--- src/verilog/rgmii_csr_pkg.sv ---
package rgmii_csr_pkg;

    localparam int CSR_ADDR_W = 8;
    localparam int CSR_DATA_W = 32;

    // register map, byte offsets
    localparam logic [CSR_ADDR_W-1:0] REG_STATUS        = 8'h00;
    localparam logic [CSR_ADDR_W-1:0] REG_TX_FRAMES     = 8'h04;
    localparam logic [CSR_ADDR_W-1:0] REG_RX_FRAMES     = 8'h08;
    localparam logic [CSR_ADDR_W-1:0] REG_RX_ERR_FRAMES = 8'h0C;
    localparam logic [CSR_ADDR_W-1:0] REG_CTRL          = 8'h10;

    // axi response codes
    localparam logic [1:0] RESP_OKAY   = 2'b00;
    localparam logic [1:0] RESP_SLVERR = 2'b10;

    // master to slave, all five channels
    typedef struct packed {
        logic                    awvalid;
        logic [CSR_ADDR_W-1:0]   awaddr;
        logic                    wvalid;
        logic [CSR_DATA_W-1:0]   wdata;
        logic [CSR_DATA_W/8-1:0] wstrb;
        logic                    bready;
        logic                    arvalid;
        logic [CSR_ADDR_W-1:0]   araddr;
        logic                    rready;
    } axil_req_t;

    // slave to master
    typedef struct packed {
        logic                  awready;
        logic                  wready;
        logic                  bvalid;
        logic [1:0]            bresp;
        logic                  arready;
        logic                  rvalid;
        logic [CSR_DATA_W-1:0] rdata;
        logic [1:0]            rresp;
    } axil_rsp_t;

endpackage

--- src/verilog/gmii_line_pkg.sv ---
package gmii_line_pkg;

    // speed codes carried in the in-band status nibble
    localparam logic [1:0] SPEED_10   = 2'b00;
    localparam logic [1:0] SPEED_100  = 2'b01;
    localparam logic [1:0] SPEED_1000 = 2'b10;

    // gmii transmit side, as driven by the mac
    typedef struct packed {
        logic [7:0] data;
        logic       en;
        logic       er;
    } gmii_tx_t;

    // gmii receive side, as seen by the mac
    typedef struct packed {
        logic [7:0] data;
        logic       dv;
        logic       er;
    } gmii_rx_t;

    // one rgmii cycle, rise and fall halves side by side
    typedef struct packed {
        logic [3:0] d_rise;
        logic [3:0] d_fall;
        logic       ctl_rise;
        logic       ctl_fall;
    } rgmii_ddr_t;

    // in-band status, bit order as on rxd[3:0]
    typedef struct packed {
        logic       full_duplex;
        logic [1:0] speed;
        logic       link_up;
    } rgmii_inband_t;

    // received byte, frame data or in-band status
    typedef union packed {
        logic [7:0] data;
        struct packed {
            logic [3:0]    rsvd;
            rgmii_inband_t status;
        } inband;
    } rx_byte_u;

endpackage
--- src/verilog/rgmii_phy_bridge.sv ---
`timescale 1ns/10ps

module rgmii_phy_bridge
    import gmii_line_pkg::*;
    import rgmii_csr_pkg::*;
(
    input  logic       gmii_clk_i,
    input  logic       rst_n_i,
    // mac transmit side in, phy transmit pins out
    input  gmii_tx_t   gmii_tx_i,
    output rgmii_ddr_t rgmii_tx_o,
    // phy receive pins in, mac receive side out
    input  rgmii_ddr_t rgmii_rx_i,
    output gmii_rx_t   gmii_rx_o,
    // register access
    input  axil_req_t  csr_req_i,
    output axil_rsp_t  csr_rsp_o
);

    // latched link status from the rx path
    rgmii_inband_t inband_w;

    // tx path, mac byte to rgmii cycle
    rgmii_tx_encoder rgmii_tx_encoder_inst (
        .gmii_clk_i (gmii_clk_i),
        .rst_n_i    (rst_n_i),
        .gmii_tx_i  (gmii_tx_i),
        .rgmii_tx_o (rgmii_tx_o)
    );

    // rx path, rgmii cycle to mac byte plus status
    rgmii_rx_decoder rgmii_rx_decoder_inst (
        .gmii_clk_i (gmii_clk_i),
        .rst_n_i    (rst_n_i),
        .rgmii_rx_i (rgmii_rx_i),
        .gmii_rx_o  (gmii_rx_o),
        .inband_o   (inband_w)
    );

    // monitor taps the raw tx input and the decoded rx output
    rgmii_link_monitor rgmii_link_monitor_inst (
        .gmii_clk_i (gmii_clk_i),
        .rst_n_i    (rst_n_i),
        .gmii_tx_i  (gmii_tx_i),
        .gmii_rx_i  (gmii_rx_o),
        .inband_i   (inband_w),
        .csr_req_i  (csr_req_i),
        .csr_rsp_o  (csr_rsp_o)
    );

endmodule

--- src/verilog/rgmii_link_monitor.sv ---
`timescale 1ns/10ps

module rgmii_link_monitor
    import gmii_line_pkg::*;
    import rgmii_csr_pkg::*;
(
    input  logic          gmii_clk_i,
    input  logic          rst_n_i,
    input  gmii_tx_t      gmii_tx_i,
    input  gmii_rx_t      gmii_rx_i,
    input  rgmii_inband_t inband_i,
    input  axil_req_t     csr_req_i,
    output axil_rsp_t     csr_rsp_o
);

    logic                  tx_en_d1;
    logic                  tx_en_d2;
    logic                  tx_end;
    logic                  rx_dv_d1;
    logic                  rx_end;
    logic                  rx_err_seen;
    rgmii_inband_t         status_q;
    logic [CSR_DATA_W-1:0] tx_frames;
    logic [CSR_DATA_W-1:0] rx_frames;
    logic [CSR_DATA_W-1:0] rx_err_frames;
    logic                  wr_fire;
    logic                  rd_fire;
    logic                  cnt_clear;
    logic                  b_valid_q;
    logic [1:0]            b_resp_q;
    logic                  r_valid_q;
    logic [CSR_DATA_W-1:0] r_data_q;
    logic [1:0]            r_resp_q;
    logic [CSR_DATA_W-1:0] rd_data;
    logic [1:0]            rd_resp;

    // tx frame end, seen one cycle after en drops
    assign tx_end = tx_en_d2 & ~tx_en_d1;
    // rx frame end on the falling edge of decoded dv
    assign rx_end = rx_dv_d1 & ~gmii_rx_i.dv;

    // aw and w taken together, only with no b pending
    assign wr_fire   = csr_req_i.awvalid & csr_req_i.wvalid & ~b_valid_q;
    assign rd_fire   = csr_req_i.arvalid & ~r_valid_q;
    // counter clear from bit 0 of ctrl
    assign cnt_clear = wr_fire && (csr_req_i.awaddr == REG_CTRL) &&
                       csr_req_i.wstrb[0] && csr_req_i.wdata[0];

    always_ff @(posedge gmii_clk_i)
    begin
        if (!rst_n_i)
        begin
            tx_en_d1      <= 1'b0;
            tx_en_d2      <= 1'b0;
            rx_dv_d1      <= 1'b0;
            rx_err_seen   <= 1'b0;
            status_q      <= '0;
            tx_frames     <= '0;
            rx_frames     <= '0;
            rx_err_frames <= '0;
        end
        else
        begin
            tx_en_d1 <= gmii_tx_i.en;
            tx_en_d2 <= tx_en_d1;
            rx_dv_d1 <= gmii_rx_i.dv;
            status_q <= inband_i;
            // sticky error for the frame in flight
            if (rx_end)
                rx_err_seen <= 1'b0;
            else if (gmii_rx_i.dv && gmii_rx_i.er)
                rx_err_seen <= 1'b1;
            // clear beats a frame end in the same cycle
            if (cnt_clear)
            begin
                tx_frames     <= '0;
                rx_frames     <= '0;
                rx_err_frames <= '0;
            end
            else
            begin
                if (tx_end)
                    tx_frames <= tx_frames + 1'b1;
                if (rx_end)
                    rx_frames <= rx_frames + 1'b1;
                if (rx_end && rx_err_seen)
                    rx_err_frames <= rx_err_frames + 1'b1;
            end
        end
    end

    // read mux against the register map
    always_comb
    begin
        rd_data = '0;
        rd_resp = RESP_OKAY;
        case (csr_req_i.araddr)
            REG_STATUS:        rd_data = {{(CSR_DATA_W-4){1'b0}}, status_q};
            REG_TX_FRAMES:     rd_data = tx_frames;
            REG_RX_FRAMES:     rd_data = rx_frames;
            REG_RX_ERR_FRAMES: rd_data = rx_err_frames;
            // ctrl is write-only, reads as zero
            REG_CTRL:          rd_data = '0;
            default:           rd_resp = RESP_SLVERR;
        endcase
    end

    // response channels, held until the master takes them
    always_ff @(posedge gmii_clk_i)
    begin
        if (!rst_n_i)
        begin
            b_valid_q <= 1'b0;
            b_resp_q  <= RESP_OKAY;
            r_valid_q <= 1'b0;
            r_data_q  <= '0;
            r_resp_q  <= RESP_OKAY;
        end
        else
        begin
            if (wr_fire)
            begin
                b_valid_q <= 1'b1;
                // only ctrl is writable
                b_resp_q  <= (csr_req_i.awaddr == REG_CTRL) ? RESP_OKAY : RESP_SLVERR;
            end
            else if (csr_req_i.bready)
            begin
                b_valid_q <= 1'b0;
            end
            if (rd_fire)
            begin
                r_valid_q <= 1'b1;
                r_data_q  <= rd_data;
                r_resp_q  <= rd_resp;
            end
            else if (csr_req_i.rready)
            begin
                r_valid_q <= 1'b0;
            end
        end
    end

    always_comb
    begin
        csr_rsp_o.awready = wr_fire;
        csr_rsp_o.wready  = wr_fire;
        csr_rsp_o.bvalid  = b_valid_q;
        csr_rsp_o.bresp   = b_resp_q;
        csr_rsp_o.arready = rd_fire;
        csr_rsp_o.rvalid  = r_valid_q;
        csr_rsp_o.rdata   = r_data_q;
        csr_rsp_o.rresp   = r_resp_q;
    end

endmodule

--- src/verilog/rgmii_rx_decoder.sv ---
`timescale 1ns/10ps

module rgmii_rx_decoder
    import gmii_line_pkg::*;
(
    input  logic          gmii_clk_i,
    input  logic          rst_n_i,
    input  rgmii_ddr_t    rgmii_rx_i,
    output gmii_rx_t      gmii_rx_o,
    output rgmii_inband_t inband_o
);

    rx_byte_u rx_byte;
    logic     rx_dv;
    logic     rx_er;

    // join the halves, fall nibble is the upper one
    assign rx_byte.data = {rgmii_rx_i.d_fall, rgmii_rx_i.d_rise};

    // rx_ctl rise is dv, the fall half is dv xor er
    assign rx_dv = rgmii_rx_i.ctl_rise;
    assign rx_er = rgmii_rx_i.ctl_rise ^ rgmii_rx_i.ctl_fall;

    // gmii side register, mirrors the iddr output stage
    always_ff @(posedge gmii_clk_i)
    begin
        if (!rst_n_i)
        begin
            gmii_rx_o <= '0;
        end
        else
        begin
            gmii_rx_o.data <= rx_byte.data;
            gmii_rx_o.dv   <= rx_dv;
            gmii_rx_o.er   <= rx_er;
        end
    end

    // inter-frame cycles carry link status on rxd
    // held between idle cycles
    always_ff @(posedge gmii_clk_i)
    begin
        if (!rst_n_i)
        begin
            // link down out of reset
            inband_o <= '0;
        end
        else if (!rx_dv && !rx_er)
        begin
            inband_o <= rx_byte.inband.status;
        end
    end

endmodule

--- src/verilog/rgmii_tx_encoder.sv ---
`timescale 1ns/10ps

module rgmii_tx_encoder
    import gmii_line_pkg::*;
(
    input  logic       gmii_clk_i,
    input  logic       rst_n_i,
    input  gmii_tx_t   gmii_tx_i,
    output rgmii_ddr_t rgmii_tx_o
);

    // stands in for the output ddr cells
    // one flop stage, rise half and fall half captured together
    always_ff @(posedge gmii_clk_i)
    begin
        if (!rst_n_i)
        begin
            rgmii_tx_o <= '0;
        end
        else
        begin
            // low nibble goes out on the rising edge
            rgmii_tx_o.d_rise   <= gmii_tx_i.data[3:0];
            // high nibble on the falling edge
            rgmii_tx_o.d_fall   <= gmii_tx_i.data[7:4];
            // tx_ctl rise carries tx_en
            rgmii_tx_o.ctl_rise <= gmii_tx_i.en;
            // fall carries en xor er, so er costs no extra pin
            rgmii_tx_o.ctl_fall <= gmii_tx_i.en ^ gmii_tx_i.er;
        end
    end

endmodule

--- config.mk ---
export PLATFORM = sky130hd
export DESIGN_NAME = rgmii_phy_bridge
export DESIGN_NICKNAME = d
export VERILOG_FILES = /design/src/verilog/rgmii_csr_pkg.sv /design/src/verilog/gmii_line_pkg.sv /design/src/verilog/rgmii_phy_bridge.sv /design/src/verilog/rgmii_link_monitor.sv /design/src/verilog/rgmii_rx_decoder.sv /design/src/verilog/rgmii_tx_encoder.sv
export SDC_FILE = /design/constraint.sdc
export NUM_CORES = 1
export LEC_CHECK = 0
export ABC_AREA = 1
export BUFFER_PORTS_ARGS = -buffer_cell sky130_fd_sc_hd__buf_2
export CAP_MARGIN = 30
export CORE_ASPECT_RATIO = 2
export CORE_MARGIN = 2
export CORE_UTILIZATION = 42
export CTS_CLUSTER_DIAMETER = 200
export DETAILED_ROUTE_END_ITERATION = 12
export SYNTH_ARGS = -nofsm -noshare
export SYNTH_HDL_FRONTEND = slang
export SYNTH_SLANG_ARGS = --single-unit
export TNS_END_PERCENT = 100
--- constraint.sdc ---
create_clock -name gmii_clk_i -period 2.1 [get_ports gmii_clk_i]
set_input_delay 0.105 -clock gmii_clk_i [delete_from_list [all_inputs] [get_ports gmii_clk_i]]
set_output_delay 0.105 -clock gmii_clk_i [all_outputs]
set_load 0.01 [all_outputs]
* Word level (Yosys, flattened, before mapping)
Index checks and enable logic that the tools add are counted.
** Cells by class
- $add $sub $neg :: 3
- Equality and inequality tests :: 5
- Muxes and demuxes :: 7
- Bitwise operators :: 12
- Reductions and logical operators :: 14
** Operator list (count)
- $pmux W32 S4 :: 1
- $add A32 B1 Y32 const B :: 3
- $eq A8 B4 Y1 const B :: 2
- $eq A8 B5 Y1 const B :: 2
- $eq A8 B3 Y1 const B :: 1
- $logic_not A8 Y1 :: 1
- $logic_and A1 B1 Y1 :: 6
- $and A1 B1 Y1 :: 5
- $not A1 Y1 :: 5
- $reduce_or A5 Y1 :: 1
- $mux W1 :: 4
- $mux W2 :: 2
- $reduce_bool A2 Y1 :: 2
- $reduce_or A2 Y1 :: 2
- $logic_not A1 Y1 :: 2
- $xor A1 B1 Y1 :: 2
** Word-level totals
- Bits in registers :: 165
- Output and inout bits :: 61

* Logic depth before layout (Yosys ltp)
Gate-level depths: netlist of run 1.
- Depth after elaboration :: 6
- Depth in mapped cells :: 10
- Depth with buffers taken out :: 10

* Cells and area by module
A second synthesis of run 1 with hierarchy kept.
** Second synthesis, totals
- Cell total of the unflattened synthesis :: 1251
- Area total of the unflattened synthesis :: 8386.8 um2
** By module, submodules not included
- rgmii_link_monitor :: times used 1, cells an instance 1159, area each 7618.6 um2
- rgmii_rx_decoder :: times used 1, cells an instance 59, area each 466.7 um2
- rgmii_tx_encoder :: times used 1, cells an instance 33, area each 301.5 um2

* Least setup slack after synthesis of run 1
Ideal clock, no wire load.
- Kind :: reg-to-reg
- Start point :: reg rgmii_link_monitor_inst.tx_frames[0]
- End point :: reg rgmii_link_monitor_inst.tx_frames[24]
- Library setup time :: 0.115 ns
- Arrival time :: 1.339 ns
- Data required time :: 1.985 ns
- Slack :: 0.646 ns
- Cell stages (with the launch flop) :: 11
- Path through :: dfxtp_1 ha_1 nand3_1 nor2_1 nand2_1 inv_1 nand2_1 nor2_1 nand3_1 nand2_1 nor2_1
** On the way
- Longest elaborated chain between the ends :: 1
** RTL lines
- from (decl) :: RTL line rgmii_link_monitor.sv:23 : logic [CSR_DATA_W-1:0] tx_frames;
- from (signal assigned) :: RTL line rgmii_link_monitor.sv:83 : tx_frames <= tx_frames + 1'b1;
- $add A32 B1 Y32 :: RTL line rgmii_link_monitor.sv:83
No other way between the ends.
A chain may end at the register's enable or synchronous reset.

* Worst setup path in the final report of run 1
- Start point :: reg rgmii_link_monitor_inst.rx_err_frames[0]
- End point :: reg rgmii_link_monitor_inst.rx_err_frames[20]
** On the way
- Longest elaborated chain between the ends :: 1
** RTL lines
- from (decl) :: RTL line rgmii_link_monitor.sv:25 : logic [CSR_DATA_W-1:0] rx_err_frames;
- from (signal assigned) :: RTL line rgmii_link_monitor.sv:87 : rx_err_frames <= rx_err_frames + 1'b1;
- $add A32 B1 Y32 :: RTL line rgmii_link_monitor.sv:87
No other way between the ends.

==> results of run 1 <==
sequential cells by signal, summed over array words and instances (netlist names), 4 cells and up:
register                               flops
rgmii_link_monitor_inst.rx_err_frames     32
rgmii_link_monitor_inst.status_q           4
rgmii_link_monitor_inst.rx_frames         32
rgmii_rx_decoder_inst.gmii_rx_o           10
rgmii_link_monitor_inst.r_data_q          32
rgmii_rx_decoder_inst.inband_o             4
rgmii_link_monitor_inst.tx_frames         32
rgmii_tx_encoder_inst.rgmii_tx_o           9
layout by cell type (no fill, tap or decap), types with 5 or more instances in the layout:
| cell | instances |
|---|---|
| sky130_fd_sc_hd__nand2_1 | 362 |
| sky130_fd_sc_hd__nor2_1 | 194 |
| sky130_fd_sc_hd__dfxtp_1 | 163 |
| sky130_fd_sc_hd__nand3_1 | 151 |
| sky130_fd_sc_hd__inv_1 | 134 |
| sky130_fd_sc_hd__buf_2 | 103 |
| sky130_fd_sc_hd__a21oi_1 | 65 |
| sky130_fd_sc_hd__nor3_1 | 28 |
| sky130_fd_sc_hd__dlygate4sd3_1 | 22 |
| sky130_fd_sc_hd__buf_4 | 20 |
| sky130_fd_sc_hd__clkbuf_16 | 17 |
| sky130_fd_sc_hd__o21ai_0 | 15 |
| sky130_fd_sc_hd__nand4_1 | 15 |
| sky130_fd_sc_hd__xor2_1 | 14 |
| sky130_fd_sc_hd__nor3b_1 | 12 |
| sky130_fd_sc_hd__nor2_2 | 11 |
| sky130_fd_sc_hd__xnor2_1 | 7 |
| sky130_fd_sc_hd__or2_2 | 7 |
| sky130_fd_sc_hd__inv_6 | 7 |
| sky130_fd_sc_hd__nor2_4 | 5 |
per-stage QoR:
stage	utilization [%]	power, mW	setup WS [ns]
floorplan	-	3.407	0.6457
global placement	46.85	3.539	0.3287
detailed placement	46.85	3.543	0.2309
CTS	51.12	6.786	0.2184
global route	51.12	6.950	0.07157
finish	51.12	6.713	0.2330
cells by family (layout without fill, tap and decap cells):
kind of cell    count (synthesis)  in the layout  share of synthesized area, %
other cells                     1              2                       0.04570
flops                         163            163                         39.77
fa+ha+maj                       4              4                        0.6100
buf+inv                       183            319                         9.149
xor+xnor                       21             21                         2.242
compound gates                 86             86                         5.367
simple gates                  804            804                         42.82
per-layer routing:
layer  wire length (um)  GRT usage (%)  up-vias  part of all wire (%)
met3                844          4.168       86                   3.3
met2              13430          45.68      217                    53
li1                   -              -     4226                     -
met4               2099          19.88        0                   8.3
met1               9051          25.53     3716                    36
met5                  0              0        -                     0
power by group through the flow:
| stage | Clock, mW | Sequential, mW | Combinational (mW) |
|---|---|---|---|
| finish | 3.21 | 3.15 | 0.355 |
| global route | 3.41 | 3.15 | 0.393 |
| CTS | 3.28 | 3.15 | 0.359 |
| detailed placement | 0 | 3.22 | 0.325 |
| global placement | 0 | 3.22 | 0.322 |
| floorplan | 0 | 3.23 | 0.181 |
path summary, 6_finish.rpt:
| path | start | to | slack (ns) | depth (start not counted) |
|---|---|---|---|---|
| max | rgmii_link_monitor_inst.rx_err_frames[0]$_SDFFE_PP0P_ | rgmii_link_monitor_inst.rx_err_frames[20]$_SDFFE_PP0P_ | 0.23 | 9 |
| min | rgmii_rx_i[0] | rgmii_rx_decoder_inst.gmii_rx_o[0]$_SDFF_PN0_ | 0.03 | 5 |
| max reg2reg | rgmii_link_monitor_inst.rx_err_frames[0]$_SDFFE_PP0P_ | rgmii_link_monitor_inst.rx_err_frames[20]$_SDFFE_PP0P_ | 0.23 | 9 |
| min reg2reg | rgmii_rx_decoder_inst.inband_o[1]$_SDFFE_PN0P_ | rgmii_link_monitor_inst.status_q[1]$_SDFF_PN0_ | 0.43 | 2 |
cell usage after synthesis (12+ instances only):
cell / count / area, um^2
sky130_fd_sc_hd__a21oi_1: 65 / 325.3
sky130_fd_sc_hd__nand2_1: 363 / 1363
sky130_fd_sc_hd__dfxtp_1: 163 / 3263
sky130_fd_sc_hd__nor3b_1: 12 / 90.09
sky130_fd_sc_hd__o21ai_0: 15 / 75.07
sky130_fd_sc_hd__nand3_1: 151 / 755.7
sky130_fd_sc_hd__nand4_1: 15 / 93.84
sky130_fd_sc_hd__nor3_1: 28 / 140.1
sky130_fd_sc_hd__clkbuf_1: 13 / 48.80
sky130_fd_sc_hd__inv_1: 134 / 503.0
sky130_fd_sc_hd__buf_2: 21 / 105.1
sky130_fd_sc_hd__xor2_1: 14 / 122.6
sky130_fd_sc_hd__nor2_1: 194 / 728.2
layout make-up:
cell class / instances / area share [%]
clock inverter: 14 / 1.651
tap: 259 / 3.288
timing repair buffer: 148 / 9.599
inverter: 139 / 5.295
clock buffer: 18 / 4.457
sequential: 163 / 33.11
multi-input combinational: 917 / 42.60
worst reg2reg max path, cell delays in order, from the launching register on:
cell and delay, ns:
sky130_fd_sc_hd__dfxtp_1 0.42, sky130_fd_sc_hd__ha_1 0.21, sky130_fd_sc_hd__nand3_1 0.12, sky130_fd_sc_hd__nor2_1 0.21, sky130_fd_sc_hd__nand2_2 0.19, sky130_fd_sc_hd__nor2_2 0.25
sky130_fd_sc_hd__nand3_1 0.18, sky130_fd_sc_hd__nand2_1 0.09, sky130_fd_sc_hd__nand2_1 0.05, sky130_fd_sc_hd__nor2_1 0.10
==> impl_metrics.prom, run 1 <==
# TYPE chip_impl_metric gauge
chip_impl_metric{name="clk_latency",unit="ns"} 0.44
chip_impl_info{name="synthFlopType",value="sky130_fd_sc_hd__dfxtp_1"} 1
chip_impl_metric{name="ant_nets",unit=""} 0
chip_impl_metric{name="seqCellArea",unit="um^2"} 3263
chip_impl_metric{name="num_vias",unit=""} 8245
chip_impl_metric{name="route.detailed.drc",unit=""} 0
chip_impl_metric{name="post_route_cells_drive_above_1_share",unit="%"} 14.15
chip_impl_metric{name="netlist_instances",unit=""} 1262
chip_impl_metric{name="slew_violations",unit=""} 0
chip_impl_metric{name="fill_cells",unit=""} 2024
chip_impl_metric{name="fp-row-count",unit=""} 72
chip_impl_metric{name="cp.arrival",unit="ns"} 2.25
chip_impl_metric{name="gp_congestion",unit=""} 0.9263
chip_impl_metric{name="power_frac_clock",unit="%"} 47.8
chip_impl_info{name="worst_hold_path_type",value="in2reg"} 1
chip_impl_metric{name="groute.usage.overall",unit="%"} 25.73
chip_impl_metric{name="peakVddDrop",unit="uV"} 585.9
chip_impl_metric{name="cts.clk_slew.worst_paths",unit="ns"} 0.07
chip_impl_info{name="path_cells",value="ha_1 > nand3_1 > nor2_1 > nand2_2 > nor2_2 > nand3_1 > nand2_1 > nand2_1 > nor2_1"} 1
chip_impl_metric{name="critical_path.n_buffers_inverters",unit=""} 0
chip_impl_metric{name="post-route-cell-area",unit="um^2"} 9854
chip_impl_metric{name="antennaDiodeCount",unit=""} 0
chip_impl_info{name="grt_setup_unrepaired",value="false"} 1
chip_impl_metric{name="port_buffers",unit=""} 103
chip_impl_metric{name="dr_pass1_iterations",unit=""} 5
chip_impl_metric{name="achievable-frequency",unit="MHz"} 535.6
chip_impl_metric{name="initial_antenna_violation_count",unit=""} 0
chip_impl_metric{name="max_slew_margin",unit="%"} 42.48
chip_impl_info{name="critical_path.endpoint_type",value="register"} 1
chip_impl_info{name="cts-root-buf",value="sky130_fd_sc_hd__clkbuf_16"} 1
chip_impl_metric{name="areaGrowthSynthToFinish",unit="%"} 20.10
chip_impl_metric{name="timing.final.crit_share",unit="%"} 88.90
chip_impl_metric{name="power.share.sequential",unit="%"} 46.9
chip_impl_metric{name="critical_path.max_fanout",unit=""} 6
chip_impl_metric{name="power_density",unit="nW/um^2"} 681.2
chip_impl_info{name="cp_startpoint_kind",value="register"} 1
chip_impl_metric{name="hold_slack",unit="ns"} 0.03136
chip_impl_metric{name="placed_cell_area",unit="um^2"} 9032
chip_impl_metric{name="multi_input_comb_area",unit="um^2"} 4198
chip_impl_metric{name="post_layout_nonfiller_instances",unit=""} 1658
chip_impl_metric{name="synth.avg_cell_area",unit="um^2"} 6.502
chip_impl_metric{name="design.portCount",unit=""} 140
chip_impl_metric{name="final.setup.tns",unit="ns"} 0
chip_impl_metric{name="postCtsHoldBufs",unit=""} 22
chip_impl_metric{name="post-cts-setup-buffers",unit=""} 0
chip_impl_metric{name="cellLeakagePower",unit="nW"} 4.287
chip_impl_info{name="path_class",value="reg2reg"} 1
chip_impl_metric{name="p_sw",unit="mW"} 1.633
chip_impl_metric{name="final_nets",unit=""} 1469
chip_impl_metric{name="drt-vias-per-instance",unit=""} 4.973
chip_impl_metric{name="critPathMaxStageDelay",unit="ns"} 0.42
chip_impl_metric{name="synth_cell_types",unit=""} 36
chip_impl_metric{name="timing.clock.skew",unit="ns"} 0.008138
chip_impl_metric{name="design.core.area",unit="um^2"} 19280
chip_impl_metric{name="dieWidth",unit="um"} 102.8
chip_impl_metric{name="clock_tree.buffer_depth",unit=""} 2
chip_impl_metric{name="routed_wl",unit="mm"} 25.43
chip_impl_metric{name="logic_gate_share_of_total_power",unit="%"} 5.3
chip_impl_metric{name="floorplan.initialDensity",unit="%"} 42.56
chip_impl_metric{name="final-setup-viol-count",unit=""} 0
chip_impl_metric{name="dieArea",unit="um^2"} 20740
chip_impl_info{name="outcome",value="finished, final reports clean"} 1
chip_impl_metric{name="ys_ff_latch",unit=""} 163
chip_impl_metric{name="fin_crit",unit="ns"} 1.867
chip_impl_metric{name="num_clock_sinks",unit=""} 163
chip_impl_metric{name="cts_buffers",unit=""} 17
chip_impl_info{name="cp_top_family",value="simple AND/OR/NAND/NOR gates"} 1
chip_impl_metric{name="drt_iter0_drc",unit=""} 600
chip_impl_metric{name="max-cap-violations",unit=""} 0
chip_impl_metric{name="largest_net_degree_at_the_start_of_global_routing",unit=""} 53
chip_impl_metric{name="grt-ovfl-total",unit=""} 0
chip_impl_metric{name="syn_area",unit="um^2"} 8205
chip_impl_metric{name="synth.yosys.seq_area_share",unit="%"} 39.77
chip_impl_info{name="cts_tree",value="done"} 1
chip_impl_metric{name="async_reset_ff_share",unit="%"} 0
chip_impl_metric{name="detail_route.wl_per_cell",unit="um"} 15.34
chip_impl_metric{name="number_of_synthesized_flops_with_an_enable_pin",unit=""} 0
chip_impl_metric{name="switching_share",unit="%"} 24.32
chip_impl_metric{name="synth.yosys.warnings",unit=""} 0
chip_impl_metric{name="timing_worst_slew_pin_value",unit="ns"} 0.8615
chip_impl_metric{name="die-height",unit="um"} 201.7
chip_impl_metric{name="internal_power",unit="mW"} 5.080
chip_impl_metric{name="first_global_vias",unit=""} 8002
chip_impl_metric{name="grt_first_pass_wirelength",unit="mm"} 40.25
chip_impl_info{name="crit_path_top_delay_cell",value="sky130_fd_sc_hd__dfxtp_1"} 1
chip_impl_metric{name="ctsResizeCount",unit=""} 0
chip_impl_metric{name="place.detailed.instances",unit=""} 1604
chip_impl_metric{name="required",unit="ns"} 2.48
chip_impl_metric{name="number_of_hold_violations_in_the_final_report",unit=""} 0
chip_impl_metric{name="dpl.hpwl",unit="mm"} 19.30
chip_impl_metric{name="cts_htree_levels",unit=""} 4
(Power assumes the default switching activity.)
==> run 2: changes to the inputs <==
Settings changed: ABC_AREA 1 to default.
==> run 2 against run 1 <==
Compared with the run above: worst setup slack lost 0.16 ns; die area decreased by 7.5%; synthesized cell count is 32% lower; clock-buffer cell count down 1; critical path type unchanged; highest routed layer unchanged; non-clock buffer count up 42.
==> impl_metrics.prom, run 2 <==
# TYPE chip_impl_metric gauge
chip_impl_metric{name="routed_wl",unit="mm"} 21.12
chip_impl_metric{name="number_of_synthesized_flops_with_an_enable_pin",unit=""} 0
chip_impl_info{name="layout.cells.most_common",value="sky130_fd_sc_hd__dfxtp_1"} 1
chip_impl_metric{name="synth.avg_cell_area",unit="um^2"} 8.782
chip_impl_metric{name="netlist_instances",unit=""} 862
chip_impl_metric{name="grt_first_pass_wirelength",unit="mm"} 33.71
chip_impl_metric{name="slew_violations",unit=""} 0
chip_impl_metric{name="power_density",unit="nW/um^2"} 728.5
chip_impl_info{name="worstReg2RegEnd",value="rgmii_link_monitor_inst.rx_frames[31]$_SDFFE_PP0P_"} 1
chip_impl_info{name="most-common-layout-cells",value="160 x sky130_fd_sc_hd__dfxtp_1, 103 x sky130_fd_sc_hd__buf_2, 91 x sky130_fd_sc_hd__a21oi_1"} 1
chip_impl_metric{name="final-setup-viol-count",unit=""} 0
chip_impl_info{name="worst_hold_path_type",value="in2reg"} 1
chip_impl_metric{name="dieWidth",unit="um"} 98.93
chip_impl_metric{name="floorplan.initialDensity",unit="%"} 42.77
chip_impl_metric{name="die-height",unit="um"} 193.9
chip_impl_metric{name="internal_power",unit="mW"} 5.305
chip_impl_metric{name="drt-vias-per-instance",unit=""} 5.726
chip_impl_metric{name="ant_nets",unit=""} 0
chip_impl_info{name="cts-root-buf",value="sky130_fd_sc_hd__clkbuf_16"} 1
chip_impl_metric{name="synth_cell_types",unit=""} 50
chip_impl_metric{name="design.core.area",unit="um^2"} 17700
chip_impl_metric{name="cellLeakagePower",unit="nW"} 3.520
chip_impl_metric{name="rrSetupSlack",unit="ns"} 0.07
chip_impl_metric{name="peakVddDrop",unit="uV"} 501.2
chip_impl_metric{name="cts.clk_slew.worst_paths",unit="ns"} 0.06
chip_impl_metric{name="design_power_total",unit="mW"} 6.881
chip_impl_metric{name="timing.clock.skew",unit="ns"} 0.01284
chip_impl_info{name="grt_setup_unrepaired",value="false"} 1
chip_impl_metric{name="dpl.hpwl",unit="mm"} 14.96
chip_impl_metric{name="num_vias",unit=""} 7037
chip_impl_info{name="synthFlopType",value="sky130_fd_sc_hd__dfxtp_1"} 1
chip_impl_metric{name="design.portCount",unit=""} 140
chip_impl_metric{name="antennaDiodeCount",unit=""} 0
chip_impl_metric{name="clk_latency",unit="ns"} 0.43
chip_impl_metric{name="number_of_hold_violations_in_the_final_report",unit=""} 0
chip_impl_metric{name="gp_congestion",unit=""} 0.8334
chip_impl_info{name="cts_tree",value="done"} 1
chip_impl_metric{name="synth.yosys.seq_area_share",unit="%"} 43.11
chip_impl_info{name="outcome",value="finished, final reports clean"} 1
chip_impl_metric{name="p_sw",unit="mW"} 1.577
chip_impl_metric{name="final.setup.tns",unit="ns"} 0
chip_impl_metric{name="clock_tree.buffer_depth",unit=""} 2
chip_impl_metric{name="required",unit="ns"} 2.45
chip_impl_metric{name="switching_share",unit="%"} 22.91
chip_impl_metric{name="groute.usage.overall",unit="%"} 22.06
chip_impl_metric{name="power_frac_clock",unit="%"} 49.2
chip_impl_info{name="post_synth_main_area_contributors",value="sky130_fd_sc_hd__dfxtp_1 43%, sky130_fd_sc_hd__a21oi_1 6.0%, sky130_fd_sc_hd__mux2_2 4.2%"} 1
chip_impl_metric{name="cts_buffers",unit=""} 17
chip_impl_metric{name="cp.arrival",unit="ns"} 2.37
chip_impl_metric{name="async_reset_ff_share",unit="%"} 0
chip_impl_metric{name="timing.final.crit_share",unit="%"} 96.47
chip_impl_metric{name="post-cts-setup-buffers",unit=""} 0
chip_impl_metric{name="post_route_cells_drive_above_1_share",unit="%"} 23.72
chip_impl_metric{name="drt_iter0_drc",unit=""} 270
chip_impl_metric{name="fin_crit",unit="ns"} 2.026
chip_impl_info{name="worst_r2r_startpoint",value="rgmii_link_monitor_inst.rx_frames[16]$_SDFFE_PP0P_"} 1
chip_impl_metric{name="dieArea",unit="um^2"} 19180
chip_impl_metric{name="grt-ovfl-total",unit=""} 0
chip_impl_info{name="yosys.cell_count.top_type",value="sky130_fd_sc_hd__dfxtp_1"} 1
chip_impl_metric{name="port_buffers",unit=""} 103
chip_impl_info{name="cp-startpoint",value="rgmii_link_monitor_inst.rx_frames[16]$_SDFFE_PP0P_"} 1
chip_impl_metric{name="fp-row-count",unit=""} 69
chip_impl_metric{name="final_nets",unit=""} 1086
chip_impl_metric{name="power.share.sequential",unit="%"} 45.7
chip_impl_metric{name="achievable-frequency",unit="MHz"} 493.6
chip_impl_metric{name="netlist.area_leader.share",unit="%"} 43.11
chip_impl_metric{name="areaGrowthSynthToFinish",unit="%"} 24.79
chip_impl_metric{name="critical_path.max_fanout",unit=""} 16
chip_impl_metric{name="largest_net_degree_at_the_start_of_global_routing",unit=""} 88
chip_impl_info{name="path_class",value="reg2reg"} 1
chip_impl_metric{name="logic_gate_share_of_total_power",unit="%"} 5.1
chip_impl_metric{name="detail_route.wl_per_cell",unit="um"} 17.19
chip_impl_metric{name="max-cap-violations",unit=""} 0
chip_impl_metric{name="initial_antenna_violation_count",unit=""} 0
chip_impl_metric{name="cts_htree_levels",unit=""} 4
chip_impl_info{name="critical_path.endpoint_type",value="register"} 1
chip_impl_metric{name="route.detailed.drc",unit=""} 0
chip_impl_info{name="synth_area_leader_cell",value="sky130_fd_sc_hd__dfxtp_1"} 1
chip_impl_info{name="cp_startpoint_kind",value="register"} 1
chip_impl_metric{name="synth.yosys.warnings",unit=""} 0
chip_impl_metric{name="syn_area",unit="um^2"} 7570
chip_impl_metric{name="first_global_vias",unit=""} 6656
chip_impl_metric{name="dr_pass1_iterations",unit=""} 5
chip_impl_info{name="synth_common_cells",value="163 x sky130_fd_sc_hd__dfxtp_1, 91 x sky130_fd_sc_hd__a21oi_1, 73 x sky130_fd_sc_hd__nand2_1"} 1
chip_impl_info{name="worst_setup_path_endpoint",value="rgmii_link_monitor_inst.rx_frames[31]$_SDFFE_PP0P_"} 1
chip_impl_metric{name="r2r.worst_path.cells",unit=""} 5
chip_impl_metric{name="num_clock_sinks",unit=""} 163
chip_impl_metric{name="ys_ff_latch",unit=""} 163
[run 2: changes by cell type in the layout (fill, tap and decap cells not counted), sizes merged, moves of 26 or more]
cell   change
nor2     -171
buf       +40
nand3     -95
nand2    -296
inv      -122
mux2      +28
a22o      +28
or4       +41
o31ai     +31
a21oi     +26
and2      +26
[run 2: worst max-delay path, cell delays in order (launching register included)]
cell and delay [ns]:
sky130_fd_sc_hd__dfxtp_1 0.42, sky130_fd_sc_hd__nand4_1 0.15, sky130_fd_sc_hd__or4_1 0.53, sky130_fd_sc_hd__buf_4 0.20
sky130_fd_sc_hd__or4_1 0.50, sky130_fd_sc_hd__a21oi_1 0.15
[run 2: cell families (layout without fill, tap and decap cells)]
| kind of cell | count (synthesis) | after routing | synth area share [%] |
|---|---|---|---|
| adders and majority gates | 4 | 4 | 0.6612 |
| muxes | 41 | 41 | 6.546 |
| DFF | 163 | 163 | 43.11 |
| other | 1 | 2 | 0.04954 |
| AOI/OAI and AO/OA | 192 | 192 | 16.03 |
| buffers and inverters | 86 | 239 | 5.025 |
| xor gates and xnor gates | 30 | 30 | 3.471 |
| and+or+nand+nor | 345 | 345 | 25.11 |
[run 2: routing by layer]
layer	share of wire, %	GRT usage (%)	wire, um
met1	37	22.28	7723
met5	0	0	0
met3	3.8	3.929	812
met2	55	41.54	11580
met4	4.8	11.77	1008
[run 2: through the flow]
| stage | cell area, um^2 | worst slack [ns] | instances | util (%) | hold WS, ns |
|---|---|---|---|---|---|
| 2_1_floorplan | 7574 | 0.2080 | 863 | - | 0.2267 |
| 3_3_place_gp | 8556 | 0.1646 | 1173 | 48.34 | 0.3099 |
| 3_5_place_dp | 8556 | 0.1314 | 1173 | 48.34 | 0.3141 |
| 4_1_cts | 9435 | 0.09655 | 1229 | 53.31 | 0.05981 |
| 5_1_grt | 9447 | 0.004373 | 1229 | 53.38 | 0.09414 |
| 6_report | 9447 | 0.07423 | 1229 | 53.38 | 0.07539 |
[run 2: what timing repair did]
action / in CTS / in global routing
gates resized for setup: 0 / 5
hold buffers: 24 / 0
hold endpoints to repair: 27 / 0
setup endpoints to repair: 0 / 4
[run 2: cell type report]
| class | count | area, um^2 |
|---|---|---|
| clock buffer | 17 | 425.4 |
| timing repair buffer | 190 | 1257 |
| inverter | 17 | 63.81 |
| multi-input combinational | 614 | 3953 |
| fill | 1677 | 8252 |
| tap | 213 | 266.5 |
| sequential | 163 | 3267 |
| clock inverter | 15 | 214.0 |
[run 2: worst min-delay path by stage]
stage	from	slack, ns	to	cells after the start
5_1_grt	rgmii_rx_i[0]	0.09	rgmii_rx_decoder_inst.gmii_rx_o[0]$_SDFF_PN0_	4
4_1_cts	rgmii_rx_i[0]	0.06	rgmii_rx_decoder_inst.gmii_rx_o[0]$_SDFF_PN0_	4
3_3_place_gp	gmii_tx_i[2]	0.31	rgmii_tx_encoder_inst.rgmii_tx_o[6]$_SDFF_PN0_	2
3_5_place_dp	rgmii_rx_i[5]	0.31	rgmii_rx_decoder_inst.gmii_rx_o[9]$_SDFF_PN0_	2
6_report	rgmii_rx_i[0]	0.08	rgmii_rx_decoder_inst.gmii_rx_o[0]$_SDFF_PN0_	4
2_1_floorplan	rgmii_rx_i[6]	0.23	rgmii_rx_decoder_inst.gmii_rx_o[2]$_SDFF_PN0_	1
[run 2: power by group through the flow]
stage               Combinational [mW]  Sequential, mW  Clock, mW
floorplan                        0.181            3.23          0
global placement                 0.314            3.22          0
detailed placement               0.316            3.22          0
CTS                              0.351            3.15       3.47
global route                     0.381            3.15       3.60
finish                           0.348            3.15       3.39
